$ cat src/hdl/bus_pkg.sv
package bus_pkg;

  typedef logic [31:0] word_t;   // One bus word
  typedef logic [3:0]  strb_t;   // Byte write strobes, bit n enables byte n

  // Request from the core, held steady from valid until ready
  typedef struct packed {
    logic  valid;   // Transaction request level
    logic  instr;   // Instruction fetch, served like a data read
    word_t addr;    // Byte address
    word_t wdata;   // Write data, also the shared transmit word
    strb_t wstrb;   // All zero on reads
  } mem_req_t;

  // Response back to the core
  typedef struct packed {
    logic  ready;   // One-cycle completion pulse
    word_t rdata;   // Sampled by the core with ready
  } mem_rsp_t;

  // Memory map
  // Stream window holds the channel registers, everything else is RAM
  localparam word_t STREAM_BASE = 32'h1000_0000;  // Base of the stream window
  localparam word_t STREAM_SPAN = 32'd64;         // Window size in bytes

  // Interrupt line positions in the irq word
  localparam int IRQ_FAST_BIT = 4;   // Once every 8192 cycles
  localparam int IRQ_SLOW_BIT = 5;   // Once every 65536 cycles

endpackage
$ cat src/hdl/cycle_irq_timer.sv
`timescale 1ns/100ps

module cycle_irq_timer (
  input  logic           clk,
  input  logic           resetn,
  output bus_pkg::word_t irq     // Only the two timer lines are used
);
  import bus_pkg::*;

  logic [15:0] count_cycle;   // Free running, wraps at 16 bits

  always_ff @(posedge clk) begin
    if (!resetn) begin
      count_cycle <= 16'd0;
    end else begin
      count_cycle <= count_cycle + 16'd1;
    end
  end

  // Lines are high for one cycle per period
  always_comb begin
    irq               = '0;
    irq[IRQ_FAST_BIT] = &count_cycle[12:0];   // Low 13 bits all ones
    irq[IRQ_SLOW_BIT] = &count_cycle;         // Full count all ones
  end

endmodule

$ cat config.mk
export PLATFORM = sky130hd
export DESIGN_NAME = cycle_irq_timer
export DESIGN_NICKNAME = d
export VERILOG_FILES = /design/src/hdl/bus_pkg.sv /design/src/hdl/cycle_irq_timer.sv
export SDC_FILE = /design/constraint.sdc
export NUM_CORES = 1
export LEC_CHECK = 0
export BUFFER_PORTS_ARGS = -buffer_cell sky130_fd_sc_hd__buf_2
export CORE_MARGIN = 2
export CORE_UTILIZATION = 38
export DETAILED_ROUTE_END_ITERATION = 16
export PLACE_DENSITY = 0.72
export SETUP_SLACK_MARGIN = 0.4
export SLEW_MARGIN = 20
export SYNTH_ARGS = -nofsm -noshare
export SYNTH_HDL_FRONTEND = slang
export SYNTH_SLANG_ARGS = --single-unit
$ cat constraint.sdc
create_clock -name clk -period 2.29 [get_ports clk]
set_input_delay 0.458 -clock clk [delete_from_list [all_inputs] [get_ports clk]]
set_output_delay 0.458 -clock clk [all_outputs]
set_load 0.05 [all_outputs]
==> results.md <==
Outcome:
- The flow ran to the end, and the final reports show no timing, DRC or antenna violations.

Die:
- The number of I/O pins is 34.
- The die is 55.0 um tall.
- The core region is 2480 um^2.
- The die outline area is 3030 um^2.
- The die is 55.0 um wide.
- The initial utilization of the core area, before any placement, comes to 39.9%.
- In this run the core area contains 18 standard-cell rows.

Clock network:
- The buffer type at the clock tree root is sky130_fd_sc_hd__clkbuf_4.
- Clock-pin slew was measured on the worst setup and hold paths at 0.09 ns.
- The CTS tree is done.
- The number of hold buffers added after CTS was 0.
- TritonCTS created 3 clock buffers.
- The maximum level of the CTS H-tree is 1.
- The clock latency on the worst-skew pair is 0.28 ns.
- CTS saw 16 sinks.
- The clock passes through at most 2 buffers.

Place:
- Input and output buffers added on the ports amount to 3.
- The placed instance area is 948 um^2.
- The final estimated routing congestion in global placement is 0.739.
- The number of placed instances, taps included, is 145.
- After legalization and detailed placement, the total HPWL measured 1.10 mm.

Logic synthesis:
- Among all flip-flop cells after synthesis, the most frequent one is sky130_fd_sc_hd__dfxtp_1.
- After synthesis, the cell types taking the most area are sky130_fd_sc_hd__dfxtp_1 (32%), sky130_fd_sc_hd__buf_4 (24%), sky130_fd_sc_hd__a21oi_1 (4.0%).
- Yosys instantiated no cell more often than sky130_fd_sc_hd__buf_4.
- In this run, distinct cell masters in the synthesized netlist total 25.
- Synthesis produced a netlist whose cell count is 113.
- The fraction of post-synthesis cell area in the top cell type by area is 32.4%.
- The number of synthesized register bits is 16.
- The average footprint of a synthesized cell is 8.76 um^2.
- In the synthesized netlist the async set-or-reset flop fraction comes to 0%.
- For this run, the number of Yosys warnings is 0.
- Sorting the synthesized cells by how often they occur yields sky130_fd_sc_hd__buf_4 (31), sky130_fd_sc_hd__dfxtp_1 (16), sky130_fd_sc_hd__a21oi_1 (8), sky130_fd_sc_hd__nand2_1 (6).
- Sequential cells were found to cover 32.4% of the synthesized design area.
- The synthesized design spends more area on one cell type than any other, namely sky130_fd_sc_hd__dfxtp_1.
- Counting flops with a built-in enable in the synthesized netlist gives 0.
- The cell area after synthesis is 990 um^2.

Worst setup path:
- By instance count, the cell type seen most on the critical path is sky130_fd_sc_hd__buf_6.
- The critical path start-end classification is reg2out.
- Traced cell by cell, the critical path runs through nand4_4, buf_6, nor4_4, buf_6.
- The depth of the worst register-to-register path is 6.
- The highest-delay cell along the critical path is sky130_fd_sc_hd__dfxtp_4.
- The critical path arrival is 1.39 ns.
- Broken down by cell family, the worst path's largest delay share belongs to flip-flops.
- On the worst path, the slowest cell contributes a delay of 0.39 ns.
- The number of cells on the critical path is 4.
- The number of buffers and inverters on the critical path is 2.
- The launching element type of the critical path is a register.
- For the worst setup path, the data required time is 1.83 ns.
- Of all nets on the critical path, the largest fanout is 6.
- The critical path endpoint category is an output port.

Timing:
- The final critical path takes up 80.7% of the cycle.
- For the final routed database, the setup TNS stands at 0 ns.
- For the final database, setup skew stands at 0.00377 ns.
- Hold timing on the final database bottoms out at a slack of 0.472 ns.
- Setup repair after global routing could not meet its margin everywhere.
- The number of hold-slack violations in the final timing report came to 0.
- The worst path in the final design needs a cycle of 1.85 ns, including I/O delays and setup.
- Setup violations remaining at the end of the flow were counted as 0.
- The fmax is 541 MHz.
- The number of max-slew violations in the final report is 0.

Global route:
- The initial antenna violation count is 0.
- Entering global routing, the biggest net connects 14 pins.
- The global-route wire length before repair is 2.61 mm.
- Across every metal layer, demand over resource in global routing totals 12.1%.
- The total overflow reported by the global router is 0.
- The number of global-route vias before repair was 587.

Detailed routing:
- The first TritonRoute pass finished after 4 iterations.
- The detail route stage leaves a number of antenna-violating nets equal to 0.
- The wire length per cell after detailed routing is 10.5 um.
- The post-detailed-route DRC marker count is 0.
- Summing over every cut layer, the via total after detailed routing is 714.
- After the first detailed-routing iteration, the DRC count stood at 6.
- Dividing the detail-routed via count by the number of cells gives 4.64.
- Wires add up to 1.62 mm.

Hold path:
- The worst hold path passes through 2 cells.
- The tightest min-delay check is of the reg2reg type.

Finish:
- The number of antenna repair diodes is 0.
- Fill cells in the final layout number 236.
- The area used by multi-input combinational logic is 597 um^2.
- Across the whole layout, storage elements account for 358 um^2.
- The final non-filler cell total is 154.
- The finished cells cover 1140 um^2.
- The fraction of final layout cells sized beyond drive strength 1 is 33.1%.
- The final-stage net count is 129.
- The area growth from synthesis to layout is 14.8%.
- The register containing the most flip-flops in the final layout is count_cycle.
- In the final layout, the registers with the most flip-flops are count_cycle (16).
- The flip-flop count of the largest register after layout is 16.

Pwr:
- Summed over all cells, the static leakage comes to 0.466 nW.
- The areal power density over the cells is 488 nW/um^2.
- The worst-case IR drop observed on VDD is 0.394 mV.

Run:
- The tool flagged a number of max-cap violations equal to 0.
final cells by class:
class / instances / share of cell area, %
clock buffers: 3 / 1.98
inverters: 4 / 1.32
multi-input cells: 89 / 52.5
flip-flops and latches: 16 / 31.5
well taps: 30 / 3.30
repair buffers: 12 / 9.36
worst min-delay path, cell delays in order, from the launching register on:
cell	delay (ns)
sky130_fd_sc_hd__dfxtp_2	0.34
sky130_fd_sc_hd__nand2_1	0.05
sky130_fd_sc_hd__mux2i_1	0.05
placed cells by master, fill, tap and decap left out, drive strengths merged, types with 3 or more instances in the layout:
cell type	instances
nor4	5
nand4	3
o31ai	4
conb	30
nand2b	3
nor2	4
or4	4
mux2i	3
nand2	6
o21ai	4
or3	4
inv	4
a21oi	8
nand3	5
clkbuf	3
dfxtp	16
buf	12
through the flow:
stage / setup WS, ns / util, % / total power, mW
after CTS: 0.400 / 43.8 / 0.564
after detailed placement: 0.376 / 38.3 / 0.416
after floorplan: 0.319 / - / 0.451
final: 0.441 / 45.9 / 0.554
after global placement: 0.425 / 38.3 / 0.415
after global routing: 0.359 / 45.9 / 0.580
kinds of logic after synthesis:
kind of cell	synth area share [%]
other	0.379
buffers and inverters	25.9
adders and majority gates	1.26
DFF	32.4
xor gates and xnor gates	2.66
and+or+nand+nor	25.3
AOI/OAI and AO/OA	9.10
muxes	3.03
per-layer routing:
metal  share of wire (%)  vias to the layer above  GRT usage [%]
met1                  40                      336           13.8
met3                 3.6                        4           1.61
li1                    -                      355              -
met5                   0                        -              0
met4                 2.4                        0           7.32
met2                  54                       19           21.4
where the power goes:
| part | switching [mW] | total (mW) | internal (mW) |
|---|---|---|---|
| Sequential | 0.00587 | 0.280 | 0.275 |
| Combinational | 0.120 | 0.131 | 0.0115 |
| Clock | 0.0813 | 0.142 | 0.0609 |
| Total | 0.207 | 0.554 | 0.347 |
timing repair:
| action | CTS | global route |
|---|---|---|
| buffers inserted | 3 | 3 |
| setup endpoints to repair | 2 | 2 |
| gates resized for setup | 29 | 9 |
| pin swaps | 2 | 1 |
worst paths after layout:
kind,startpoint,to,slack [ns]
worst max register to register,count_cycle[0]$_SDFF_PN0_,count_cycle[12]$_SDFF_PN0_,0.63
worst max-delay path,count_cycle[9]$_SDFF_PN0_,irq[4],0.44
worst min register to register,count_cycle[14]$_SDFF_PN0_,count_cycle[14]$_SDFF_PN0_,0.47
worst min-delay path,count_cycle[14]$_SDFF_PN0_,count_cycle[14]$_SDFF_PN0_,0.47
Power figures use the tool's default switching activity.
