--- src/hdl/bus_pkg.sv ---
package bus_pkg;

  typedef logic [31:0] word_t;   // One bus word
  typedef logic [3:0]  strb_t;   // Byte write strobes, bit n enables byte n

  // Request from the core, held steady from valid until ready
  typedef struct packed {
    logic  valid;   // Transaction request level
    logic  instr;   // Instruction fetch, served like a data read
    word_t addr;    // Byte address
    word_t wdata;   // Write data, also the shared transmit word
    strb_t wstrb;   // All zero on reads
  } mem_req_t;

  // Response back to the core
  typedef struct packed {
    logic  ready;   // One-cycle completion pulse
    word_t rdata;   // Sampled by the core with ready
  } mem_rsp_t;

  // Memory map
  // Stream window holds the channel registers, everything else is RAM
  localparam word_t STREAM_BASE = 32'h1000_0000;  // Base of the stream window
  localparam word_t STREAM_SPAN = 32'd64;         // Window size in bytes

  // Interrupt line positions in the irq word
  localparam int IRQ_FAST_BIT = 4;   // Once every 8192 cycles
  localparam int IRQ_SLOW_BIT = 5;   // Once every 65536 cycles

endpackage
--- src/hdl/stream_pkg.sv ---
package stream_pkg;

  localparam int MAX_CHAN = 7;   // Limit of the 3-bit channel field

  typedef logic [2:0]          chan_idx_t;   // Zero-based channel index
  typedef logic [MAX_CHAN-1:0] chan_vec_t;   // Bit k-1 belongs to channel k

  // One receive word per channel, element k-1 for channel k
  typedef bus_pkg::word_t [MAX_CHAN-1:0] chan_data_t;

  // Window offset layout
  // Transmit channel k at offset 8k, bit 2 clear, channel field = k
  // Receive channel k at offset 8k-4, bit 2 set, channel field = k-1
  localparam int CHAN_MSB = 5;   // Top of the channel field
  localparam int CHAN_LSB = 3;   // Bottom of the channel field
  localparam int DIR_BIT  = 2;   // Set for receive, clear for transmit

endpackage

--- src/hdl/stream_rx_ack.sv ---
`timescale 1ns/100ps

module stream_rx_ack #(
  parameter int N_CHAN = 5   // Live receive channels
) (
  input  logic                  clk,
  input  logic                  resetn,
  input  stream_pkg::chan_vec_t rx_read_start,   // One pulse per core read
  input  stream_pkg::chan_vec_t rx_valid,        // Source has a word
  output stream_pkg::chan_vec_t rx_ack           // Word consumed
);
  import stream_pkg::*;

  for (genvar g = 0; g < MAX_CHAN; g++) begin : g_chan
    if (g < N_CHAN) begin : g_live
      logic [7:0] seen_cnt;   // Reads started by the core
      logic [7:0] ack_cnt;    // Acknowledges already given
      logic       owed;       // A read is still unacknowledged
      logic       ack_q;

      assign owed = (seen_cnt != ack_cnt) && rx_valid[g];

      always_ff @(posedge clk) begin
        if (!resetn) begin
          seen_cnt <= 8'd0;
          ack_cnt  <= 8'd0;
          ack_q    <= 1'b0;
        end else begin
          if (rx_read_start[g]) begin
            seen_cnt <= seen_cnt + 8'd1;
          end
          ack_q <= owed;              // Back to back when several are owed
          if (owed) begin
            ack_cnt <= ack_cnt + 8'd1;
          end
        end
      end

      assign rx_ack[g] = ack_q;

      // Source still offers the word while it is acknowledged
      a_ack_valid: assert property (@(posedge clk) disable iff (!resetn)
        ack_q |-> rx_valid[g]);
    end else begin : g_idle
      assign rx_ack[g] = 1'b0;        // Channel not built
    end
  end

endmodule

--- config.mk ---
export PLATFORM = sky130hd
export DESIGN_NAME = stream_rx_ack
export DESIGN_NICKNAME = d
export VERILOG_FILES = /design/src/hdl/bus_pkg.sv /design/src/hdl/stream_pkg.sv /design/src/hdl/stream_rx_ack.sv
export SDC_FILE = /design/constraint.sdc
export NUM_CORES = 1
export LEC_CHECK = 0
export CAP_MARGIN = 20
export CELL_PAD_IN_SITES_DETAIL_PLACEMENT = 0
export CELL_PAD_IN_SITES_GLOBAL_PLACEMENT = 1
export CORE_MARGIN = 2
export CORE_UTILIZATION = 26
export CTS_CLUSTER_DIAMETER = 60
export DETAILED_ROUTE_END_ITERATION = 10
export DONT_BUFFER_PORTS = 1
export GPL_ROUTABILITY_DRIVEN = 0
export PLACE_DENSITY_LB_ADDON = 0.25
export SLEW_MARGIN = 40
export SYNTH_ARGS = -nofsm -noshare
export SYNTH_HDL_FRONTEND = slang
export SYNTH_SLANG_ARGS = --single-unit
--- constraint.sdc ---
create_clock -name clk -period 1.36 [get_ports clk]
set_input_delay 0.136 -clock clk [delete_from_list [all_inputs] [get_ports clk]]
set_output_delay 0.136 -clock clk [all_outputs]
set_load 0.02 [all_outputs]
==> metrics.txt <==
# clock sinks 85; Mapped Area 4130 um^2; status finished with violations; IO Count 23; final setup fails 25; Max Buffers Root-to-Sink 2; wl on met1 4590 um; crit path launch g_chan[4].g_live.ack_cnt[4]; post-synthesis async set-or-reset flop share 0%; largest net degree at the start of global routing 46; Initial DRT Pass Iterations 4; placed inst area 4930 um^2; failing checks negative setup slack; Max Freq approximately 0.68 GHz; # fillers 1585; top routing layer in use met4; startpoint types register; post-synth cell types 36; Psw approximately 1700 uW; power share of the sequential group about two fifths; clock power share 39.5%; Die Wd 130 um; Die Y 130 um; Worst Setup Path Type register to register; Final Cycle Share 109%; maxcap violations 0; commonest cells after routing, fill and taps aside buf_4 (86), nand2_1 (46), dfxtp_1 (42), nor2_1 (41), xor2_1 (40); Switching Fraction approximately a quarter; antenna violations before repair 0; predominant post-synthesis flop cell dfxtp_1; DRC viols 0; reg2reg start g_chan[4].g_live.ack_cnt[4]; routed wl met2 4330 um; Worst Hold Launch rx_read_start[1]; power share of the combinational group 19.1%; Ys Warns 0; pre-CTS setup slack -0.144 ns; Worst-Skew Late Latency 0.34 ns; number of flops mapped to enable cells by yosys 0; leak pwr 0.00237 uW; commonest non-fill, non-tap cell in the layout buf_4; post-DR wirelength/cell 12.1 um; Post-layout nets between 500 and 600; post-synthesis register bit count 85; post-route antenna net violation count 0; Buffers on Ports 0; DIE AREA approximately 17000 um^2; setup TNS -1.10 ns; Worst-path clk slew around 0.060 ns; Worst setup EP type register; CTS Root Cell clkbuf_16; initial drt markers 216; critical path arrival 1.75 ns; Site Rows 46; RSZ-0062 raised after global routing true; Tot GR Track Use 11.9%; DP Wirelength between 6000 and 7000 um; number of global-route vias before repair 3369; final core area utilization 36.5%; WHS approximately 0.013 ns; CTS tree yes; R2R Setup Slk -0.12 ns; HP Class primary input to register; register area share after synthesis about two fifths; TritonCTS buffer count 9; Starting Density 26.3%; fin. max-slew vios 0; fin area between 5000 and 6000 um^2; grt total ovfl 0; crit path max fanout 5; metal3 WL 217 um; Core Area 15700 um^2; vias per cell ~4.4; peak supply drop between 0.0005 and 0.0006 V; Tmin final ~1.5 ns; proportion of layout cells with a drive suffix above 1 36.1%; Setup Skew 0.00578 ns; vias post-DR 3422; post-synthesis cell count 467; Worst Path Required ~1.6 ns; Int Pwr 4820 uW; Syn Area/Cell 8.84 um^2; final-report hold violation count 0; Area growth syn-to-layout 38.9%; P per Cell Area 1140 nW/um^2; n_diodes 0; Post-Route WL a little over 9000 um; first-pass GRT wire length 15800 um; CTS H-Tree Depth 3; fin worst setup slack -0.119 ns
[cell usage after synthesis (2+ instances only)]
| cell | instances | area, um^2 |
|---|---|---|
| o31ai_1 | 3 | 22.5 |
| nor4_1 | 7 | 43.8 |
| dfxtp_1 | 85 | 1700 |
| buf_4 | 7 | 52.6 |
| nand2b_1 | 13 | 81.3 |
| or3_1 | 16 | 100 |
| and2_1 | 4 | 25.0 |
| and3_1 | 9 | 56.3 |
| clkbuf_1 | 15 | 56.3 |
| nand2_1 | 47 | 176 |
| a31o_2 | 2 | 17.5 |
| xor2_1 | 44 | 385 |
| nand3_1 | 8 | 40.0 |
| or4_1 | 4 | 30.0 |
| a21boi_1 | 2 | 15.0 |
| mux2i_1 | 21 | 210 |
| o21a_1 | 2 | 15.0 |
| nand4_1 | 34 | 213 |
| xnor2_1 | 28 | 245 |
| nor4_2 | 2 | 25.0 |
| a21oi_1 | 25 | 125 |
| o31a_1 | 2 | 17.5 |
| buf_2 | 2 | 10.0 |
| o21ai_0 | 22 | 110 |
| ha_1 | 10 | 125 |
| nor2_1 | 43 | 161 |
[kinds of logic after synthesis]
logic type | Yosys count | synth area share (%)
xor gates and xnor gates | 72 | 15.3
DFF | 85 | 41.2
muxes | 21 | 5.09
AOI/OAI and AO/OA | 60 | 8.28
buffers and inverters | 28 | 3.42
adders and majority gates | 10 | 3.03
other | 1 | 0.0908
and+or+nand+nor | 190 | 23.6
[critical path, stage by stage (launching register included)]
cell	delay, ns
dfxtp_4	0.37
xnor2_2	0.13
nand4_1	0.12
nor2_2	0.06
buf_6	0.12
buf_6	0.11
or3_4	0.37
a21oi_2	0.13
[sequential cells by signal, indices dropped and copies added, names as in the netlist]
register / cells
g_chan.g_live.ack_cnt: 40
g_chan.g_live.seen_cnt: 40
g_chan.g_live.ack_q: 5
[layout make-up]
cell class	instances	area (um^2)	area share [%]
well taps	216	270	4.71
inverters	2	7.51	0.131
clock buffers	9	225	3.93
flip-flops and latches	85	1770	30.8
multi-input cells	356	2580	45.0
repair buffers	100	806	14.1
clock inverters	5	77.6	1.35
[timing repair]
| action | CTS | global route |
|---|---|---|
| cloned | 1 | 0 |
| gates resized for setup | 40 | 65 |
| pin swaps | 30 | 29 |
| hold endpoints to repair | 38 | 0 |
| setup buffers | 4 | 4 |
| endpoints found under the setup margin | 29 | 49 |
| hold buffers | 6 | 0 |
[power by group through the flow]
stage	sequential, uW	combinational [uW]	clock [uW]
after floorplan	2750	625	0
after global placement	2760	921	0
after detailed placement	2760	931	0
after CTS	2710	1130	2680
after global routing	2730	1380	2810
final	2710	1250	2580
[through the flow]
stage | total power [uW] | cells
CTS | 6520 | 769
global route | 6910 | 773
finish | 6540 | 773
floorplan | 3380 | 468
global placement | 3680 | 744
detailed placement | 3690 | 744
[layer usage]
layer | up-vias | track usage, %
met3 | 14 | 2.99
met5 | - | 0
li1 | 1788 | -
met1 | 1596 | 14.8
met2 | 24 | 19.5
met4 | 0 | 4.93
[path summary, 6_finish.rpt]
path                                   to  cells after the start
min          g_chan[1].g_live.seen_cnt[6]                      3
max reg2reg   g_chan[4].g_live.ack_cnt[4]                      7
max           g_chan[4].g_live.ack_cnt[4]                      7
min reg2reg   g_chan[4].g_live.ack_cnt[6]                      2
Note: power is estimated with default switching activity, not from simulation.
