## src/hdl/bus_pkg.sv

```systemverilog
package bus_pkg;

  typedef logic [31:0] word_t;   // One bus word
  typedef logic [3:0]  strb_t;   // Byte write strobes, bit n enables byte n

  // Request from the core, held steady from valid until ready
  typedef struct packed {
    logic  valid;   // Transaction request level
    logic  instr;   // Instruction fetch, served like a data read
    word_t addr;    // Byte address
    word_t wdata;   // Write data, also the shared transmit word
    strb_t wstrb;   // All zero on reads
  } mem_req_t;

  // Response back to the core
  typedef struct packed {
    logic  ready;   // One-cycle completion pulse
    word_t rdata;   // Sampled by the core with ready
  } mem_rsp_t;

  // Memory map
  // Stream window holds the channel registers, everything else is RAM
  localparam word_t STREAM_BASE = 32'h1000_0000;  // Base of the stream window
  localparam word_t STREAM_SPAN = 32'd64;         // Window size in bytes

  // Interrupt line positions in the irq word
  localparam int IRQ_FAST_BIT = 4;   // Once every 8192 cycles
  localparam int IRQ_SLOW_BIT = 5;   // Once every 65536 cycles

endpackage
```

## src/hdl/stream_pkg.sv

```systemverilog
package stream_pkg;

  localparam int MAX_CHAN = 7;   // Limit of the 3-bit channel field

  typedef logic [2:0]          chan_idx_t;   // Zero-based channel index
  typedef logic [MAX_CHAN-1:0] chan_vec_t;   // Bit k-1 belongs to channel k

  // One receive word per channel, element k-1 for channel k
  typedef bus_pkg::word_t [MAX_CHAN-1:0] chan_data_t;

  // Window offset layout
  // Transmit channel k at offset 8k, bit 2 clear, channel field = k
  // Receive channel k at offset 8k-4, bit 2 set, channel field = k-1
  localparam int CHAN_MSB = 5;   // Top of the channel field
  localparam int CHAN_LSB = 3;   // Bottom of the channel field
  localparam int DIR_BIT  = 2;   // Set for receive, clear for transmit

endpackage

```

## src/hdl/mem_bus_ctrl.sv

```systemverilog
`timescale 1ns/100ps

module mem_bus_ctrl #(
  parameter int ADDR_BITS = 10,   // RAM word address width
  parameter int N_CHAN    = 5     // Live stream channels
) (
  input  logic                   clk,
  input  logic                   resetn,
  input  bus_pkg::mem_req_t      mem_req,
  output bus_pkg::mem_rsp_t      mem_rsp,
  output stream_pkg::chan_vec_t  tx_valid,        // Strobe at transaction start
  output bus_pkg::word_t         tx_data,
  input  stream_pkg::chan_vec_t  tx_ready,
  input  stream_pkg::chan_vec_t  rx_valid,
  input  stream_pkg::chan_data_t rx_data,
  output stream_pkg::chan_vec_t  rx_read_start,   // Read of a receive channel begins
  output bus_pkg::strb_t         ram_we,
  output logic [ADDR_BITS-1:0]   ram_addr,
  output bus_pkg::word_t         ram_wdata,
  input  bus_pkg::word_t         ram_rdata
);
  import bus_pkg::*;
  import stream_pkg::*;

  logic      valid_q;      // Bus valid in the previous cycle
  logic      txn_start;    // First valid cycle after a low one
  logic      pending;      // Valid and not yet answered
  logic      in_win;       // Address inside the stream window
  logic      dir_rx;       // Receive half of a channel slot
  chan_idx_t field;        // Raw channel field of the offset
  chan_idx_t chan;         // Zero-based channel index
  logic      chan_ok;      // Field names a live channel
  logic      tx_hit;
  logic      rx_hit;
  chan_vec_t chan_sel;     // One-hot of chan
  logic      ready_nxt;    // Ready rule for the current address
  logic      ready_q;
  logic      sel_rx_q;     // Read data comes from a receive channel
  chan_idx_t sel_chan_q;   // Which receive channel

  assign txn_start = mem_req.valid && !valid_q;
  assign pending   = mem_req.valid && !ready_q;

  // Window decode
  assign in_win = (mem_req.addr >= STREAM_BASE) &&
                  (mem_req.addr < STREAM_BASE + STREAM_SPAN);
  assign dir_rx = mem_req.addr[DIR_BIT];
  assign field  = mem_req.addr[CHAN_MSB:CHAN_LSB];
  assign chan   = dir_rx ? field : field - 3'd1;   // Transmit slots start at field 1

  // Word aligned, live channel, and no transmit slot at offset 0
  assign chan_ok = in_win && (mem_req.addr[1:0] == 2'b00) &&
                   (int'(chan) < N_CHAN) && (dir_rx || (field != 3'd0));

  assign tx_hit   = chan_ok && !dir_rx;
  assign rx_hit   = chan_ok && dir_rx;
  assign chan_sel = chan_vec_t'(1'b1) << chan;

  // Channel strobes only in the start cycle
  assign tx_valid      = (txn_start && tx_hit) ? chan_sel : '0;
  assign rx_read_start = (txn_start && rx_hit) ? chan_sel : '0;
  assign tx_data       = mem_req.wdata;   // Same word for every channel

  // Ready follows the far side of a stream slot, RAM answers at once
  always_comb begin
    if (tx_hit) begin
      ready_nxt = tx_ready[chan];    // Wait for the sink
    end else if (rx_hit) begin
      ready_nxt = rx_valid[chan];    // Wait for a word
    end else begin
      ready_nxt = 1'b1;
    end
  end

  always_ff @(posedge clk) begin
    if (!resetn) begin
      valid_q    <= 1'b0;
      ready_q    <= 1'b0;
      sel_rx_q   <= 1'b0;
      sel_chan_q <= '0;
    end else begin
      valid_q <= mem_req.valid;
      ready_q <= pending && ready_nxt;   // Retested every waiting cycle
      if (pending) begin
        sel_rx_q   <= rx_hit;            // Read source for the ready cycle
        sel_chan_q <= chan;
      end
    end
  end

  // RAM port, only outside the stream window
  assign ram_we    = (pending && !in_win) ? mem_req.wstrb : '0;
  assign ram_addr  = mem_req.addr[ADDR_BITS+1:2];   // Wraps over the RAM size
  assign ram_wdata = mem_req.wdata;

  assign mem_rsp.ready = ready_q;
  assign mem_rsp.rdata = sel_rx_q ? rx_data[sel_chan_q] : ram_rdata;

  // Completion is a single pulse, the core must drop valid in between
  a_ready_pulse: assert property (@(posedge clk) disable iff (!resetn)
    mem_rsp.ready |=> !mem_rsp.ready);

  // At most one transmit channel strobed per transaction start
  a_tx_onehot: assert property (@(posedge clk) disable iff (!resetn)
    $onehot0(tx_valid));

endmodule

```

## config.mk

```make
export PLATFORM = sky130hd
export DESIGN_NAME = mem_bus_ctrl
export DESIGN_NICKNAME = d
export VERILOG_FILES = /design/src/hdl/bus_pkg.sv /design/src/hdl/stream_pkg.sv /design/src/hdl/mem_bus_ctrl.sv
export SDC_FILE = /design/constraint.sdc
export NUM_CORES = 1
export LEC_CHECK = 0
export BUFFER_PORTS_ARGS = -buffer_cell sky130_fd_sc_hd__buf_2
export CAP_MARGIN = 20
export CORE_AREA = 2 2 182 184
export DETAILED_ROUTE_END_ITERATION = 7
export DIE_AREA = 0 0 184 186
export SLEW_MARGIN = 20
export SYNTH_ARGS = -nofsm -noshare
export SYNTH_HDL_FRONTEND = slang
export SYNTH_SLANG_ARGS = --single-unit
```

## constraint.sdc

```tcl
create_clock -name clk -period 3.9 [get_ports clk]
set_input_delay 1.17 -clock clk [delete_from_list [all_inputs] [get_ports clk]]
set_output_delay 1.17 -clock clk [all_outputs]
set_load 0.05 [all_outputs]
```

==> results by group, run 1 <==
Status
  • Status: complete, no violations

Worst setup path
  • CP max stage cell: nor4_2
  • Crit-path max FO: 4
  • CP Launch Type: primary input
  • Critical path class: primary input to output port
  • Crit path largest cell delay: 0.28 ns
  • Worst EP arrival: ~2.6 ns
  • Kind of end point of the critical path: output port
  • CP required: 2.73 ns
  • Crit-path cells: buf_2 -> nor4_2 -> nand4_1 -> nor2_2 -> and4_1 -> nand2_1 -> nor3_2 -> buf_6
  • Worst-case reg-to-reg path depth: 4

Finish
  • Design Area, Final: 0.005345 sq mm
  • Commonest non-fill, non-tap cell in the layout: buf_2
  • N_diodes: 0
  • Flip-flop and latch area: ~130 sq um
  • Nets: approximately 1,100
  • Filler Cell Count: 3,676
  • Multi-input gate area: about 0.0024 sq mm
  • Layout cells sized above 1: 0.6236
  • Most frequent cells in the layout: buf_2, o211ai_1, nand2_1
  • Area Overhead vs Synth: 60.36%

Floorplan
  • Die width: between 150 and 200 microns
  • Initial cell density of the core: 0.1035
  • Die Span Y: around 190 microns
  • Core ar.: between 0.03 and 0.04 sq mm
  • Io pins: 467
  • Row count: 66
  • Die area: around 0.034 sq mm

STA
  • Rel. slew slack: 0.6044
  • Final setup vio count: 0
  • Clock skew: between 0.001 and 0.0015 ns
  • Setup TNS: 0 ns
  • Post-layout min period: about 3.8 ns
  • Final Cycle Share: 0.9748
  • Max-slew violations: 0
  • Hold Slack: 0.7256 ns
  • Fmax: about 0.26 GHz
  • Unrepaired setup endpoints after global routing: true
  • Final setup margin: approximately 0.1 ns
  • Worst-margin pin slew: 0.5934 ns
  • Final hold viol count: 0

Logic synthesis
  • Netlist cell types: 38
  • Post-Synthesis Cell Area: between 0.003 and 0.004 sq mm
  • Register area share after synthesis: 0.03604
  • Syn Inst Count: 432
  • Syn avg cell area: approximately 7.7 sq um
  • Syn. warnings: 0
  • #FFs+latches synth: 6

Clock tree
  • Worst-Skew Late Latency: roughly 0.23 ns
  • Clk pin slew, worst setup/hold paths: ~0.030 ns
  • H-tree depth: 1
  • Hold_buf cts: 0
  • TritonCTS clock tree: done
  • Clk root buf: clkbuf_16
  • CTS sink cnt: 6
  • Clock buffer depth: 2
  • Inserted Clock Buffers: 3

Drt
  • Routed wire length on met3: between 1500 and 2000 microns
  • M1 wire length: ~6700 microns
  • DR vias/cell: between 3 and 4
  • Antenna-violating nets left: 0
  • Drt initial violations: around 150
  • Pre-Repair DR Iteration Count: 4
  • Top Metal Used: met4
  • WL met2: 9187 microns
  • Via count: roughly 4,300
  • Routed WL: roughly 18,000 microns
  • DRC viols: 0
  • DR WL/cell: 16.33 microns

Power
  • Gate power share: 0.714
  • Leak pwr: 2.482 nW
  • Clock share of power: 0.194
  • Pwr Total: ~840 uW
  • Peak VDD IR: 0.1107 mV
  • Internal: approximately 470 uW
  • Power Density: approximately 160 mW/mm^2
  • Switching share of power: 0.4377
  • Sequential share of power: 0.092
  • Switching power total: 368.9 uW

Global route
  • First-pass GRT wire length: around 24,000 microns
  • Largest net degree at the start of global routing: 46
  • GRT overflow: 0
  • Total track usage: 0.09459
  • Number of global-route vias before repair: around 4,000
  • Initial antenna violation count: 1

Placed design
  • Post-DP HPWL: 15,840 microns
  • IO Port Bufs: between 300 and 400
  • GP Congestion: 0.8037
  • Worst slack, placed: -0.1216 ns
  • DP Area: between 0.005 and 0.006 sq mm

Hold path
  • Hold path depth: 1
  • Hold Crit Class: register to register

Flow run
  • Max cap viols: 0
## cell type report
cell class	count	share of cell area
well taps	408	0.09551
multi-input cells	274	0.4457
repair buffers	389	0.3923
inverters	40	0.02809
clock buffers	3	0.01404
flip-flops and latches	6	0.02434
## through the flow
stage,utilization,std cells
after floorplan,-,435
after global placement,0.1616,1116
after detailed placement,0.1616,1116
after CTS,0.1646,1119
after global routing,0.1660,1120
final,0.1660,1120
## final timing paths
| path | startpoint | end | slack (ns) |
|---|---|---|---|
| max | mem_req[47] | rx_read_start[1] | 0.1 |
| min | sel_chan_q[0] | sel_chan_q[0] | 0.73 |
| max reg2reg | sel_rx_q | sel_rx_q | 2.60 |
| min reg2reg | sel_chan_q[0] | sel_chan_q[0] | 0.73 |
## registers in the layout, indices dropped and copies added (netlist names)
signal      flops
sel_rx_q        1
valid_q         1
ready_q         1
sel_chan_q      3
## cells in the mapped netlist
master	count	area [sq um]
buf_4	81	608.1
o211ai_1	64	480.5
nand2_1	41	153.9
inv_1	40	150.1
mux2i_1	35	350.3
mux4_2	33	743.2
o21ai_0	33	165.2
clkbuf_1	24	90.09
nor2_1	15	56.30
buf_2	6	30.03
dfxtp_1	6	120.1
nor2b_1	6	37.54
nor4_1	5	31.28
nand4_1	4	25.02
nor3_1	4	20.02
and2_1	3	18.77
buf_1	3	11.26
ha_1	3	37.54
o211a_1	3	30.03
a21oi_1	2	10.01
a31oi_1	2	12.51
mux2_1	2	22.52
nor3b_1	2	15.01
and2b_1	1	7.510
and4_1	1	8.760
buf_6	1	11.26
conb_1	1	3.750
nand2b_1	1	6.260
nand3_1	1	5.000
nor2_2	1	6.260
nor4b_1	1	8.760
nor4bb_1	1	10.01
o2111ai_1	1	8.760
o21ai_1	1	5.000
o2bb2ai_1	1	8.760
or2_2	1	6.260
xnor2_1	1	8.760
xor2_1	1	8.760
## power groups by stage
stage               logic [mW]  registers [mW]  clock network [mW]
floorplan                0.532          0.0677                   0
global placement         0.598          0.0795                   0
detailed placement       0.606          0.0798                   0
CTS                      0.608          0.0790               0.168
global route             0.647          0.0793               0.174
finish                   0.602          0.0775               0.163
## layer usage
metal,global-route usage,vias up
li1,-,2048
met1,0.1001,1920
met2,0.1757,271
met3,0.02563,54
met4,0.04096,0
met5,0,-
## cells by family after synthesis
kind of cell | share of synthesized area
other | 0.001125
buffers and inverters | 0.2703
adders and majority gates | 0.01126
AOI/OAI and AO/OA | 0.2162
and+or+nand+nor | 0.1250
muxes | 0.3348
xor gates and xnor gates | 0.005256
DFF | 0.03604
## critical path, delay by kind of cell
family,cells,cell delay (ns)
AND/OR/NAND/NOR,6,1.15
buffers and inverters,2,0.29
## repair_timing
action | in CTS | in global routing
pin swaps | 0 | 1
gates cloned | 0 | 0
gates resized for setup | 7 | 13
buffers inserted | 0 | 1
endpoints found under the setup margin | 8 | 9
(Power assumes the default switching activity.)
==> inputs of run 2 (changes only) <==
Clock period 3.9 ns to 3.7 ns, I/O delays scaled along.
==> run 2 against run 1 <==
Compared with the run above:
- die area unchanged
- final area grew 2.6%
- power is 7.0% higher
- critical path depth unchanged
- critical path type unchanged
- critical endpoint is now tx_valid[4]
- largest cell class unchanged
- highest routed layer is now met5
==> results by group, run 2 (same netlist as run 1, synthesis figures left out) <==
Clock tree
  • H-tree depth: 1 (unchanged)
  • Worst-Skew Late Latency: 0.23 ns (about the same)
  • Post-CTS Setup Bufs: 0 (unchanged)
  • CTS sink cnt: 6 (unchanged)
  • Clk pin slew, worst setup/hold paths: 0.03 ns (about the same)
  • Hold_buf cts: 0 (unchanged)
  • Clock buffer depth: 2 (unchanged)
  • Inserted Clock Buffers: 3 (unchanged)
  • TritonCTS clock tree: done (unchanged)
  • Clk root buf: clkbuf_16 (unchanged)

Global route
  • Initial antenna violation count: 5 (was 1)
  • GRT overflow: 0 (unchanged)
  • Largest net degree at the start of global routing: 66 (was 46)
  • First-pass GRT wire length: 23,260 microns (was 23,870 microns)
  • Number of global-route vias before repair: 4,172 (was 4,008)
  • Total track usage: 0.09097 (was 0.09459)

Hold path
  • Hold Crit Class: register to register (unchanged)

STA
  • Final setup vio count: 0 (unchanged)
  • Fmax: ~0.27 GHz
  • Post-layout min period: roughly 3.7 ns
  • Setup TNS: 0 ns (unchanged)
  • Final Cycle Share: 0.9938
  • Max-slew violations: 0 (unchanged)
  • Clock skew: 0.002664 ns (was 0.001249 ns)
  • Final hold viol count: 0 (unchanged)
  • Unrepaired setup endpoints after global routing: true (unchanged)

Drt
  • Antenna-violating nets left: 0 (unchanged)
  • Pre-Repair DR Iteration Count: 4 (unchanged)
  • DR vias/cell: 3.897 (was 3.833)
  • Via count: 4,376 (was 4,293)
  • DR WL/cell: 15.42 microns (was 16.33 microns)
  • DRC viols: 0 (unchanged)
  • Routed WL: 17,320 microns (was 18,290 microns)
  • Drt initial violations: 155 (was 145)

Finish
  • Design Area, Final: 0.005485 sq mm (was 0.005345 sq mm)
  • Area Overhead vs Synth: 64.56% (was 60.36%)
  • Commonest non-fill, non-tap cell in the layout: buf_2 (unchanged)
  • Non-filler cells in the finished layout: 1,123 (was 1,120)
  • Multi-input gate area: 0.002456 sq mm (was 0.002382 sq mm)
  • Layout cells sized above 1: 0.6311 (was 0.6236)
  • Filler Cell Count: 3,666 (was 3,676)
  • Flip-flop and latch area: 127.6 sq um (was 130.1 sq um)
  • Nets: 1,059 (unchanged)
  • Fin util: 0.1703 (was 0.1660)
  • Largest register by flop count: sel_chan_q (unchanged)
  • Most frequent cells in the layout: buf_2, o211ai_1, inv_1 (was buf_2, o211ai_1, nand2_1)
  • Max reg flops: 3 (unchanged)

Floorplan
  • Row count: 66 (unchanged)
  • Die Span Y: 186 microns (unchanged)
  • Io pins: 467 (unchanged)
  • Initial cell density of the core: 0.1035 (unchanged)
  • Die area: 0.03422 sq mm (unchanged)
  • Die width: 184 microns (unchanged)
  • Core ar.: 0.03221 sq mm (unchanged)

Worst setup path
  • CP Launch Type: primary input (unchanged)
  • Crit-path max FO: 15 (was 4)
  • Critical path class: primary input to output port (unchanged)
  • Worst EP arrival: 2.57 ns (was 2.63 ns)
  • Kind of end point of the critical path: output port (unchanged)
  • CP required: 2.59 ns (was 2.73 ns)

Power
  • Leak pwr: 2.528 nW (was 2.482 nW)
  • Power Density: 164.4 mW/mm^2 (was 157.7 mW/mm^2)
  • Peak VDD IR: 0.1048 mV (was 0.1107 mV)
  • Pwr Total: 901.9 uW (was 842.9 uW)

Placed design
  • GP Congestion: 0.8768 (was 0.8037)
  • Placed cell count: 1,117 (was 1,116)
  • DP Area: 0.005229 sq mm (was 0.005204 sq mm)
  • Post-DP HPWL: 14,720 microns (was 15,840 microns)
  • IO Port Bufs: 365 (unchanged)

Status
  • Status: complete, no violations (unchanged)

Flow run
  • Max cap viols: 0 (unchanged)
## run 2: cell count changes in the layout (fill, tap and decap cells not counted), moves of 2 or more
cell / change
nor3_2: -3
nor4_4: +2
nor3_4: +3
nand2_4: +2
buf_4: -6
nand2_1: -2
diode_2: +2
nor2_4: +2
nor2_1: -2
buf_2: -4
buf_6: +8
## run 2: area by class of cell
type / instances / area share
clock buffer: 4 / 0.01437
timing repair buffer: 389 / 0.3932
tap: 408 / 0.09307
sequential: 6 / 0.02327
inverter: 40 / 0.02737
antenna: 2 / 0.0009124
multi-input combinational: 274 / 0.4478
## run 2: worst paths after layout
| check | to | slack (ns) | cells after the start | startpoint |
|---|---|---|---|---|
| worst min-delay path | sel_chan_q[0] | 0.75 | 1 | sel_chan_q[0] |
| worst min register to register | sel_chan_q[0] | 0.75 | 1 | sel_chan_q[0] |
| worst max register to register | sel_rx_q | 2.59 | 4 | sel_rx_q |
| worst max-delay path | tx_valid[4] | 0.02 | 8 | mem_req[39] |
## run 2: what timing repair did
item,4_1_cts,5_1_grt
endpoints found under the setup margin,10,10
resized for setup,29,15
pin swaps,8,6
## run 2: where the power goes
| group | internal [mW] | switching, mW | total (mW) |
|---|---|---|---|
| clock network | 0.143 | 0.0372 | 0.180 |
| logic | 0.297 | 0.341 | 0.638 |
| registers | 0.0695 | 0.0139 | 0.0834 |
| total | 0.510 | 0.392 | 0.902 |
## run 2: worst max-delay path, cell delays in order
cell      delay [ns]
buf_2           0.09
inv_1           0.06
buf_4           0.13
ha_1            0.30
buf_4           0.25
nand4_1         0.24
nor2_4          0.16
clkbuf_4        0.23
## run 2: stage by stage
stage               setup WS [ns]  hold slack [ns]
finish                    0.02296           0.7522
global route              -0.1234           0.7799
CTS                       -0.1028           0.7662
detailed placement        -0.2820           0.7584
global placement          -0.2758           0.7475
floorplan                 -0.1912           0.7410
## run 2: per-layer routing
layer  wire length, microns  GRT usage  up-vias  share of wire
met4                    776    0.04768        4          0.045
met3                   1316    0.01741       60          0.076
met5                     27          0        -         0.0016
met1                   6295    0.09762     2005           0.36
met2                   8900     0.1689      259           0.51
li1                       -          -     2048              -
